--- src/source/logpack_cfg.svh ---
`ifndef LOGPACK_CFG_SVH
`define LOGPACK_CFG_SVH

//////////////////////////////////////////////////
// logging channel geometry
//////////////////////////////////////////////////

// number of logb channels feeding the merge tree
`define LP_CHAN_CNT 4

// every channel carries one record of this many bits
`define LP_CHAN_W 16

// all channels valid at once, packed back to back
`define LP_FULL_W (`LP_CHAN_CNT * `LP_CHAN_W)

// trace fifo entries, which is also the initial credit count
`define LP_FIFO_DEPTH 8

`endif
--- src/source/logpack_pkg.sv ---
`include "logpack_cfg.svh"
`default_nettype none

package logpack_pkg;

  // one channel record
  typedef logic [`LP_CHAN_W-1:0] chan_data_t;

  // one valid bit per channel, bit i is channel i
  typedef logic [`LP_CHAN_CNT-1:0] chan_mask_t;

  // fully packed record, unused upper bits are zero
  typedef logic [`LP_FULL_W-1:0] packed_data_t;

  // packed length in bits, must reach LP_FULL_W itself
  typedef logic [$clog2(`LP_FULL_W + 1)-1:0] packed_len_t;

  // credits 0 .. LP_FIFO_DEPTH inclusive
  typedef logic [$clog2(`LP_FIFO_DEPTH + 1)-1:0] credit_t;

endpackage

`default_nettype wire

--- src/source/logpack_top.sv ---
`include "logpack_cfg.svh"
`timescale 1ns/100ps
`default_nettype none

module logpack_top (
  input  wire                          clk,
  input  wire                          rstn,
  input  wire logpack_pkg::chan_mask_t logb_valid,
  input  wire [`LP_FULL_W-1:0]         logb_data,
  output logic                         logb_stall,
  output logic                         trace_valid,
  output logpack_pkg::packed_data_t    trace_data,
  output logpack_pkg::packed_len_t     trace_len,
  input  wire                          trace_ready
);

  localparam int leaf_len_w = $clog2(`LP_CHAN_W + 1);
  localparam int l1_w       = 2 * `LP_CHAN_W;
  localparam int l1_len_w   = $clog2(l1_w + 1);
  localparam int l1_cnt     = `LP_CHAN_CNT / 2;

  logpack_pkg::chan_mask_t                  leaf_valid;
  logic [`LP_FULL_W-1:0]                    leaf_data;
  logic [`LP_CHAN_CNT-1:0][leaf_len_w-1:0]  leaf_len;
  logic [l1_cnt-1:0]                        l1_valid;
  logic [l1_cnt-1:0][l1_w-1:0]              l1_data;
  logic [l1_cnt-1:0][l1_len_w-1:0]          l1_len;
  logic                                     root_valid;
  logpack_pkg::packed_data_t                root_data;
  logpack_pkg::packed_len_t                 root_len;
  logic                                     credit_return;

  //////////////////////////////////////////////////
  // ingress and leaves
  //////////////////////////////////////////////////

  logb_ingress u_ingress (
    .clk           (clk),
    .rstn          (rstn),
    .logb_valid    (logb_valid),
    .logb_data     (logb_data),
    .logb_stall    (logb_stall),
    .credit_return (credit_return),
    .leaf_valid    (leaf_valid),
    .leaf_data     (leaf_data)
  );

  // a valid leaf is always one full channel wide
  for (genvar i = 0; i < `LP_CHAN_CNT; i++) begin : g_leaf_len
    assign leaf_len[i] = leaf_valid[i] ? leaf_len_w'(`LP_CHAN_W) : '0;
  end

  //////////////////////////////////////////////////
  // merge tree, two layers
  //////////////////////////////////////////////////

  // layer 1 pairs leaves 0/1 and 2/3
  for (genvar n = 0; n < l1_cnt; n++) begin : g_layer1
    logb_merge_node #(
      .width_a (`LP_CHAN_W),
      .width_b (`LP_CHAN_W)
    ) u_node (
      .clk       (clk),
      .rstn      (rstn),
      .a_valid   (leaf_valid[2*n]),
      .a_data    (leaf_data[2*n*`LP_CHAN_W +: `LP_CHAN_W]),
      .a_len     (leaf_len[2*n]),
      .b_valid   (leaf_valid[2*n+1]),
      .b_data    (leaf_data[(2*n+1)*`LP_CHAN_W +: `LP_CHAN_W]),
      .b_len     (leaf_len[2*n+1]),
      .out_valid (l1_valid[n]),
      .out_data  (l1_data[n]),
      .out_len   (l1_len[n])
    );
  end

  // root joins the two halves into the full record
  logb_merge_node #(
    .width_a (l1_w),
    .width_b (l1_w)
  ) u_root (
    .clk       (clk),
    .rstn      (rstn),
    .a_valid   (l1_valid[0]),
    .a_data    (l1_data[0]),
    .a_len     (l1_len[0]),
    .b_valid   (l1_valid[1]),
    .b_data    (l1_data[1]),
    .b_len     (l1_len[1]),
    .out_valid (root_valid),
    .out_data  (root_data),
    .out_len   (root_len)
  );

  //////////////////////////////////////////////////
  // trace writer
  //////////////////////////////////////////////////

  trace_writer u_writer (
    .clk           (clk),
    .rstn          (rstn),
    .in_valid      (root_valid),
    .in_data       (root_data),
    .in_len        (root_len),
    .trace_valid   (trace_valid),
    .trace_data    (trace_data),
    .trace_len     (trace_len),
    .trace_ready   (trace_ready),
    .credit_return (credit_return)
  );

endmodule

`default_nettype wire

--- src/source/trace_writer.sv ---
`include "logpack_cfg.svh"
`timescale 1ns/100ps
`default_nettype none

module trace_writer (
  input  wire                            clk,
  input  wire                            rstn,
  input  wire                            in_valid,
  input  wire logpack_pkg::packed_data_t in_data,
  input  wire logpack_pkg::packed_len_t  in_len,
  output logic                           trace_valid,
  output logpack_pkg::packed_data_t      trace_data,
  output logpack_pkg::packed_len_t       trace_len,
  input  wire                            trace_ready,
  output logic                           credit_return
);

  localparam int depth = `LP_FIFO_DEPTH;
  localparam int ptr_w = (depth > 1) ? $clog2(depth) : 1;

  //////////////////////////////////////////////////
  // trace fifo storage
  //////////////////////////////////////////////////

  logpack_pkg::packed_data_t data_mem [depth];
  logpack_pkg::packed_len_t  len_mem  [depth];

  logic [ptr_w-1:0]     wr_ptr;
  logic [ptr_w-1:0]     rd_ptr;
  logpack_pkg::credit_t fill;
  logic                 push;
  logic                 pop;

  // pointer step with wrap, depth need not be a power of two
  function automatic logic [ptr_w-1:0] ptr_next(input logic [ptr_w-1:0] p);
    logic [ptr_w-1:0] nxt;
    if (p == ptr_w'(depth - 1)) begin
      nxt = '0;
    end else begin
      nxt = p + 1'b1;
    end
    return nxt;
  endfunction

  // every valid root output is a non-empty record
  assign push = in_valid;

  always_ff @(posedge clk) begin
    if (push) begin
      data_mem[wr_ptr] <= in_data;
      len_mem[wr_ptr]  <= in_len;
    end
  end

  //////////////////////////////////////////////////
  // pointers and fill level
  //////////////////////////////////////////////////

  always_ff @(posedge clk) begin
    if (!rstn) begin
      wr_ptr <= '0;
      rd_ptr <= '0;
      fill   <= '0;
    end else begin
      if (push) begin
        wr_ptr <= ptr_next(wr_ptr);
      end
      if (pop) begin
        rd_ptr <= ptr_next(rd_ptr);
      end
      case ({push, pop})
        2'b10: fill <= fill + 1'b1;
        2'b01: fill <= fill - 1'b1;
        default: fill <= fill;
      endcase
    end
  end

  //////////////////////////////////////////////////
  // valid/ready output and credit return
  //////////////////////////////////////////////////

  // head entry stays put until the sink takes it
  assign trace_valid   = (fill != '0);
  assign trace_data    = data_mem[rd_ptr];
  assign trace_len     = len_mem[rd_ptr];
  assign pop           = trace_valid && trace_ready;
  assign credit_return = pop;

  // the ingress credit loop must keep the fifo from overflowing
  a_no_push_full: assert property (
    @(posedge clk) disable iff (!rstn)
    push |-> (fill < logpack_pkg::credit_t'(depth))
  ) else $error("trace fifo push while full");

endmodule

`default_nettype wire

--- src/source/logb_merge_node.sv ---
`timescale 1ns/100ps
`default_nettype none

module logb_merge_node #(
  parameter int width_a = 16,
  parameter int width_b = 16
) (
  input  wire                                      clk,
  input  wire                                      rstn,
  input  wire                                      a_valid,
  input  wire [width_a-1:0]                        a_data,
  input  wire [$clog2(width_a+1)-1:0]              a_len,
  input  wire                                      b_valid,
  input  wire [width_b-1:0]                        b_data,
  input  wire [$clog2(width_b+1)-1:0]              b_len,
  output logic                                     out_valid,
  output logic [width_a+width_b-1:0]               out_data,
  output logic [$clog2(width_a+width_b+1)-1:0]     out_len
);

  localparam int width_o = width_a + width_b;
  localparam int len_a_w = $clog2(width_a + 1);
  localparam int len_b_w = $clog2(width_b + 1);
  localparam int len_o_w = $clog2(width_o + 1);

  //////////////////////////////////////////////////
  // input stage, one cycle per node
  //////////////////////////////////////////////////

  logic               a_valid_q;
  logic [width_a-1:0] a_data_q;
  logic [len_a_w-1:0] a_len_q;
  logic               b_valid_q;
  logic [width_b-1:0] b_data_q;
  logic [len_b_w-1:0] b_len_q;

  always_ff @(posedge clk) begin
    if (!rstn) begin
      a_valid_q <= 1'b0;
      b_valid_q <= 1'b0;
    end else begin
      a_valid_q <= a_valid;
      b_valid_q <= b_valid;
    end
  end

  always_ff @(posedge clk) begin
    a_data_q <= a_data;
    a_len_q  <= a_len;
    b_data_q <= b_data;
    b_len_q  <= b_len;
  end

  //////////////////////////////////////////////////
  // packing
  //////////////////////////////////////////////////

  logic [width_a-1:0] a_data_m;
  logic [len_a_w-1:0] a_len_m;
  logic [width_b-1:0] b_data_m;
  logic [len_b_w-1:0] b_len_m;

  // an idle side contributes no bits and no length
  // side a sits at bit 0, side b right above a's length
  // each side is already zero above its own length, so an OR is enough
  always_comb begin
    a_data_m = a_valid_q ? a_data_q : '0;
    a_len_m  = a_valid_q ? a_len_q : '0;
    b_data_m = b_valid_q ? b_data_q : '0;
    b_len_m  = b_valid_q ? b_len_q : '0;
    out_len  = len_o_w'(a_len_m) + len_o_w'(b_len_m);
    out_data = width_o'(a_data_m) | (width_o'(b_data_m) << a_len_m);
  end

  assign out_valid = a_valid_q | b_valid_q;

  // upstream must never claim more bits than its bus holds
  a_len_a_fits: assert property (
    @(posedge clk) disable iff (!rstn)
    a_valid_q |-> (a_len_q <= len_a_w'(width_a))
  ) else $error("side a len exceeds width");

  a_len_b_fits: assert property (
    @(posedge clk) disable iff (!rstn)
    b_valid_q |-> (b_len_q <= len_b_w'(width_b))
  ) else $error("side b len exceeds width");

endmodule

`default_nettype wire

--- src/source/logb_ingress.sv ---
`include "logpack_cfg.svh"
`timescale 1ns/100ps
`default_nettype none

module logb_ingress (
  input  wire                          clk,
  input  wire                          rstn,
  input  wire logpack_pkg::chan_mask_t logb_valid,
  input  wire [`LP_FULL_W-1:0]         logb_data,
  output logic                         logb_stall,
  input  wire                          credit_return,
  output logpack_pkg::chan_mask_t      leaf_valid,
  output logic [`LP_FULL_W-1:0]        leaf_data
);

  //////////////////////////////////////////////////
  // leaf capture
  //////////////////////////////////////////////////

  logpack_pkg::credit_t credits;
  logic                 accept;

  // a record is taken only when some channel is valid and we hold a credit
  assign accept     = (|logb_valid) && !logb_stall;
  assign logb_stall = (credits == '0);

  // valids go straight into the leaves, masked off while stalled
  always_ff @(posedge clk) begin
    if (!rstn) begin
      leaf_valid <= '0;
    end else begin
      leaf_valid <= logb_stall ? '0 : logb_valid;
    end
  end

  // payload only means something where leaf_valid is set
  always_ff @(posedge clk) begin
    leaf_data <= logb_data;
  end

  //////////////////////////////////////////////////
  // credit counter
  //////////////////////////////////////////////////

  // one credit per free trace fifo entry, including records still in the tree
  always_ff @(posedge clk) begin
    if (!rstn) begin
      credits <= logpack_pkg::credit_t'(`LP_FIFO_DEPTH);
    end else begin
      case ({accept, credit_return})
        2'b10: credits <= credits - 1'b1;
        2'b01: credits <= credits + 1'b1;
        // spend and return together cancel out
        default: credits <= credits;
      endcase
    end
  end

  //////////////////////////////////////////////////
  // checks
  //////////////////////////////////////////////////

  // writer never returns more credits than were handed out
  a_credit_bound: assert property (
    @(posedge clk) disable iff (!rstn)
    credits <= logpack_pkg::credit_t'(`LP_FIFO_DEPTH)
  ) else $error("credit count above fifo depth");

  // producers have to honour the stall flag
  a_no_valid_in_stall: assert property (
    @(posedge clk) disable iff (!rstn)
    logb_stall |-> (logb_valid == '0)
  ) else $error("logb_valid presented while stalled");

endmodule

`default_nettype wire

--- config.mk ---
export PLATFORM = sky130hd
export DESIGN_NAME = logpack_top
export DESIGN_NICKNAME = d
export VERILOG_FILES = /design/src/source/logpack_pkg.sv /design/src/source/logpack_top.sv /design/src/source/trace_writer.sv /design/src/source/logb_merge_node.sv /design/src/source/logb_ingress.sv
export VERILOG_INCLUDE_DIRS = /design/src /design/src/source
export SDC_FILE = /design/constraint.sdc
export NUM_CORES = 1
export LEC_CHECK = 0
export ABC_AREA = 1
export BUFFER_PORTS_ARGS = -buffer_cell sky130_fd_sc_hd__buf_2
export CAP_MARGIN = 0
export CORE_MARGIN = 2
export CORE_UTILIZATION = 50
export DETAILED_ROUTE_END_ITERATION = 12
export GPL_TIMING_DRIVEN = 0
export HOLD_SLACK_MARGIN = 0.02
export PLACE_DENSITY = 0.75
export SLEW_MARGIN = 10
export SYNTH_ARGS = -nofsm -noshare
export SYNTH_HDL_FRONTEND = slang
export SYNTH_SLANG_ARGS = --single-unit
export TNS_END_PERCENT = 30
--- constraint.sdc ---
create_clock -name clk -period 8.6 [get_ports clk]
set_clock_uncertainty 0.15 [all_clocks]
set_input_delay 0.86 -clock clk [delete_from_list [all_inputs] [get_ports clk]]
set_output_delay 0.86 -clock clk [all_outputs]
set_load 0.02 [all_outputs]
==> metrics.txt <==
critical path class flip-flop to output pin; final non-filler cell total 3256; Syn Inst Count 2215; relative slew slack 0.07375; # rows 86; hold path endpoint g_layer1[0].u_node.a_data_q[9]; Inserted Clock Buffers 72; Reg-to-Reg Start u_root.b_valid_q; Layout Nets 2537; Power Total 9.307 mW; CTS clk-pin slew, worst paths 0.06 ns; post_cts resized 0; largest net degree at the start of global routing 27; ratio of cells with drive above 1 in the final layout 0.1364; Setup WS pre-CTS 5.216 ns; run status finished, final reports clean; placed cell count 3125; largest family of logic cells by synthesized area simple AND/OR/NAND/NOR gates; First-pass DRT Iterations 6; final worst-path cycle share 0.4734; drt wl/cell 20.80 um; Crit path required time 7.59 ns; pwr dens 288.4 mW/mm2; Post-Route WL 67740 um; Synth area leaders edfxtp_1 58%, dfxtp_1 16%, nand2_1 4.9%; root buf cell clkbuf_16; Worst Hold Class flip-flop to flip-flop; Post-DRT Antenna Nets 0; Hold-fix buffers, CTS 0; Post-Synth Adder-Cell Area 0.007280; HP Start u_ingress.leaf_data[9]; Worst setup EP type output pin; setup_tns 0 ns; RSZ-0062 raised after global routing false; global placer's final weighted congestion 0.9489; Die Y 240.0 um; Layout fillers 4260; CP Launch Type flip-flop; mux contribution to synthesized area 0.02409; VDD IR max 0.1887 mV; Multi-input gate area 0.006248 mm2; Slew Limit Fails 0; post-synth top area share 0.5781; Final Hold Fails 0; Slew @ Worst Pin 1.375 ns; dominant cell type by area after synthesis edfxtp_1; area grow syn2layout 15.90%; postcts setup bufs 0; CTS tree yes; Overall Global Routing Usage 0.2367; vias in the first global route 17740; initial antenna violation count 0; final setup vio count 0; setup slack after layout 4.529 ns; Die X 240.0 um; clock sinks 763; Cell variety after synth 30; flops & latches, synth 763; number of H-tree levels 3; Synth Area in Compound Gates 0.09158; diode count 0; FF-to-FF End u_writer.data_mem[6][20]; CTS Buffer Depth 3; Via density 5.527; Max FO, Critical Path 10; post-synthesis cell area 0.02784 mm2; Reg2Reg Setup Slack 5.71 ns; Core Box Area 0.05509 mm2; first-pass GRT wire length 102900 um; Clock Latency Late Sink 0.60 ns; Hold Path Depth 0; fin util 0.5858; Remaining DRCs 0; port bufs 139; Sequential Area 0.02064 mm2; critical path arrival 3.06 ns; drt first-iter violations 1911; Max Cap Viol 0; total number of vias 18000; P_leak 12.93 nW; die area 0.05759 mm2; GRT Residual Overflow 0; Fmax 245.6 MHz; YS warnings 0; Post-Syn Area per Cell 12.57 um2; register area share after synthesis 0.7413; initial core utilization 0.5054; Tmin final 4.071 ns; Synth Area in Simple Gates 0.09720; Post-Synth XOR/XNOR Area 0.001573; depth of the worst register-to-register path 6; Detailed Place HPWL 46520 um; IO Count 144
==> critical path, cell delays in order, from the launching register on <==
cell and delay [ns]:
dfxtp_1 0.31, clkbuf_1 0.35, clkbuf_1 0.71, clkbuf_1 0.55
nand2_1 0.15, nand2_1 0.19, buf_2 0.20
==> worst max path at each step <==
stage / start / end / slack [ns] / cells after the start
floorplan: u_root.b_valid_q / u_writer.data_mem[0][0] / 4.34 / 4
global placement: u_root.b_valid_q / u_writer.data_mem[0][24] / 1.50 / 4
detailed placement: flip-flop / trace_data[47] / 5.22 / 6
CTS: flip-flop / trace_data[47] / 4.56 / 6
global route: flip-flop / trace_data[47] / 4.46 / 6
finish: flip-flop / trace_data[47] / 4.53 / 6
==> cells in the final DEF (no fill, tap or decap), types with 4 or more instances in the layout <==
cell type  count
edfxtp_1     536
nand2_1      360
nor2_1       342
dfxtp_1      227
o21ai_0      202
buf_2        177
o21ai_1      126
o22ai_1       83
clkbuf_16     79
clkbuf_1      76
mux2i_1       67
inv_1         51
a32o_1        32
buf_12        22
ha_1          13
clkinv_1      13
clkinv_2      11
a21oi_1       10
buf_4          9
buf_6          8
buf_1          8
nor2_4         8
xor2_1         5
buf_16         5
clkbuf_2       4
buf_8          4
conb_1         4
==> area by class of cell <==
type / count / share of cell area
Sequential cell: 763 / 0.6396
Multi-Input combinational cell: 1263 / 0.1936
Clock buffer: 95 / 0.06405
Timing Repair Buffer: 159 / 0.03513
Tap cell: 748 / 0.02900
Buffer: 141 / 0.02586
Clock inverter: 36 / 0.006824
Inverter: 51 / 0.005932
==> stage by stage <==
step	instance area, um2	hold slack [ns]
floorplan	27850	0.1596
global placement	29490	0.1648
detailed placement	29980	0.1621
CTS	32270	0.1745
global route	32270	0.1806
finish	32270	0.1757
==> cell usage after synthesis <==
cell and instances:
o22ai_1 83, buf_4 9, ha_1 13, edfxtp_1 536, fa_1 2, o21ai_1 116
dfxtp_1 227, clkbuf_2 4, nor3_1 1, nand2_1 360, xor2_1 5, mux2i_1 67
inv_2 1, conb_1 1, o211a_1 1, nand3b_1 2, o21ai_0 212, clkbuf_1 63
nor2_1 350, buf_6 8, buf_2 38, nand3_1 3, a21oi_1 10, or2_1 1
buf_12 7, o41ai_1 1, inv_1 50, buf_1 8, buf_8 4, a32o_1 32
==> flip-flops by register name, indices dropped and copies added, names as in the netlist, 24 cells and up, named ones only <==
name,cells
u_ingress.leaf_data,64
g_layer1.u_node.a_data_q,32
u_writer.data_mem,512
g_layer1.u_node.b_data_q,32
u_root.a_data_q,32
u_root.b_data_q,32
u_writer.len_mem,24
==> power by group <==
part	total (mW)	internal, mW	switching [mW]
Combinational	2.17	0.694	1.48
Clock	3.05	1.73	1.32
Sequential	4.08	4.03	0.0542
Total	9.31	6.45	2.85
==> cell families after synthesis <==
| logic type | after synthesis |
|---|---|
| muxes | 67 |
| other | 1 |
| AOI/OAI and AO/OA | 455 |
| and+or+nand+nor | 717 |
| xor gates and xnor gates | 5 |
| adders and majority gates | 15 |
| buffers and inverters | 192 |
| DFF | 763 |
==> metal layers <==
metal,GRT usage,share of wire,wire length (um),vias to the layer above
met3,0.03490,0.084,5691,153
met2,0.3848,0.48,32200,895
li1,-,-,-,8271
met1,0.3133,0.40,26970,8677
met4,0.1161,0.042,2876,0
met5,0,0,0,-
Note: power is estimated with default switching activity, not from simulation.
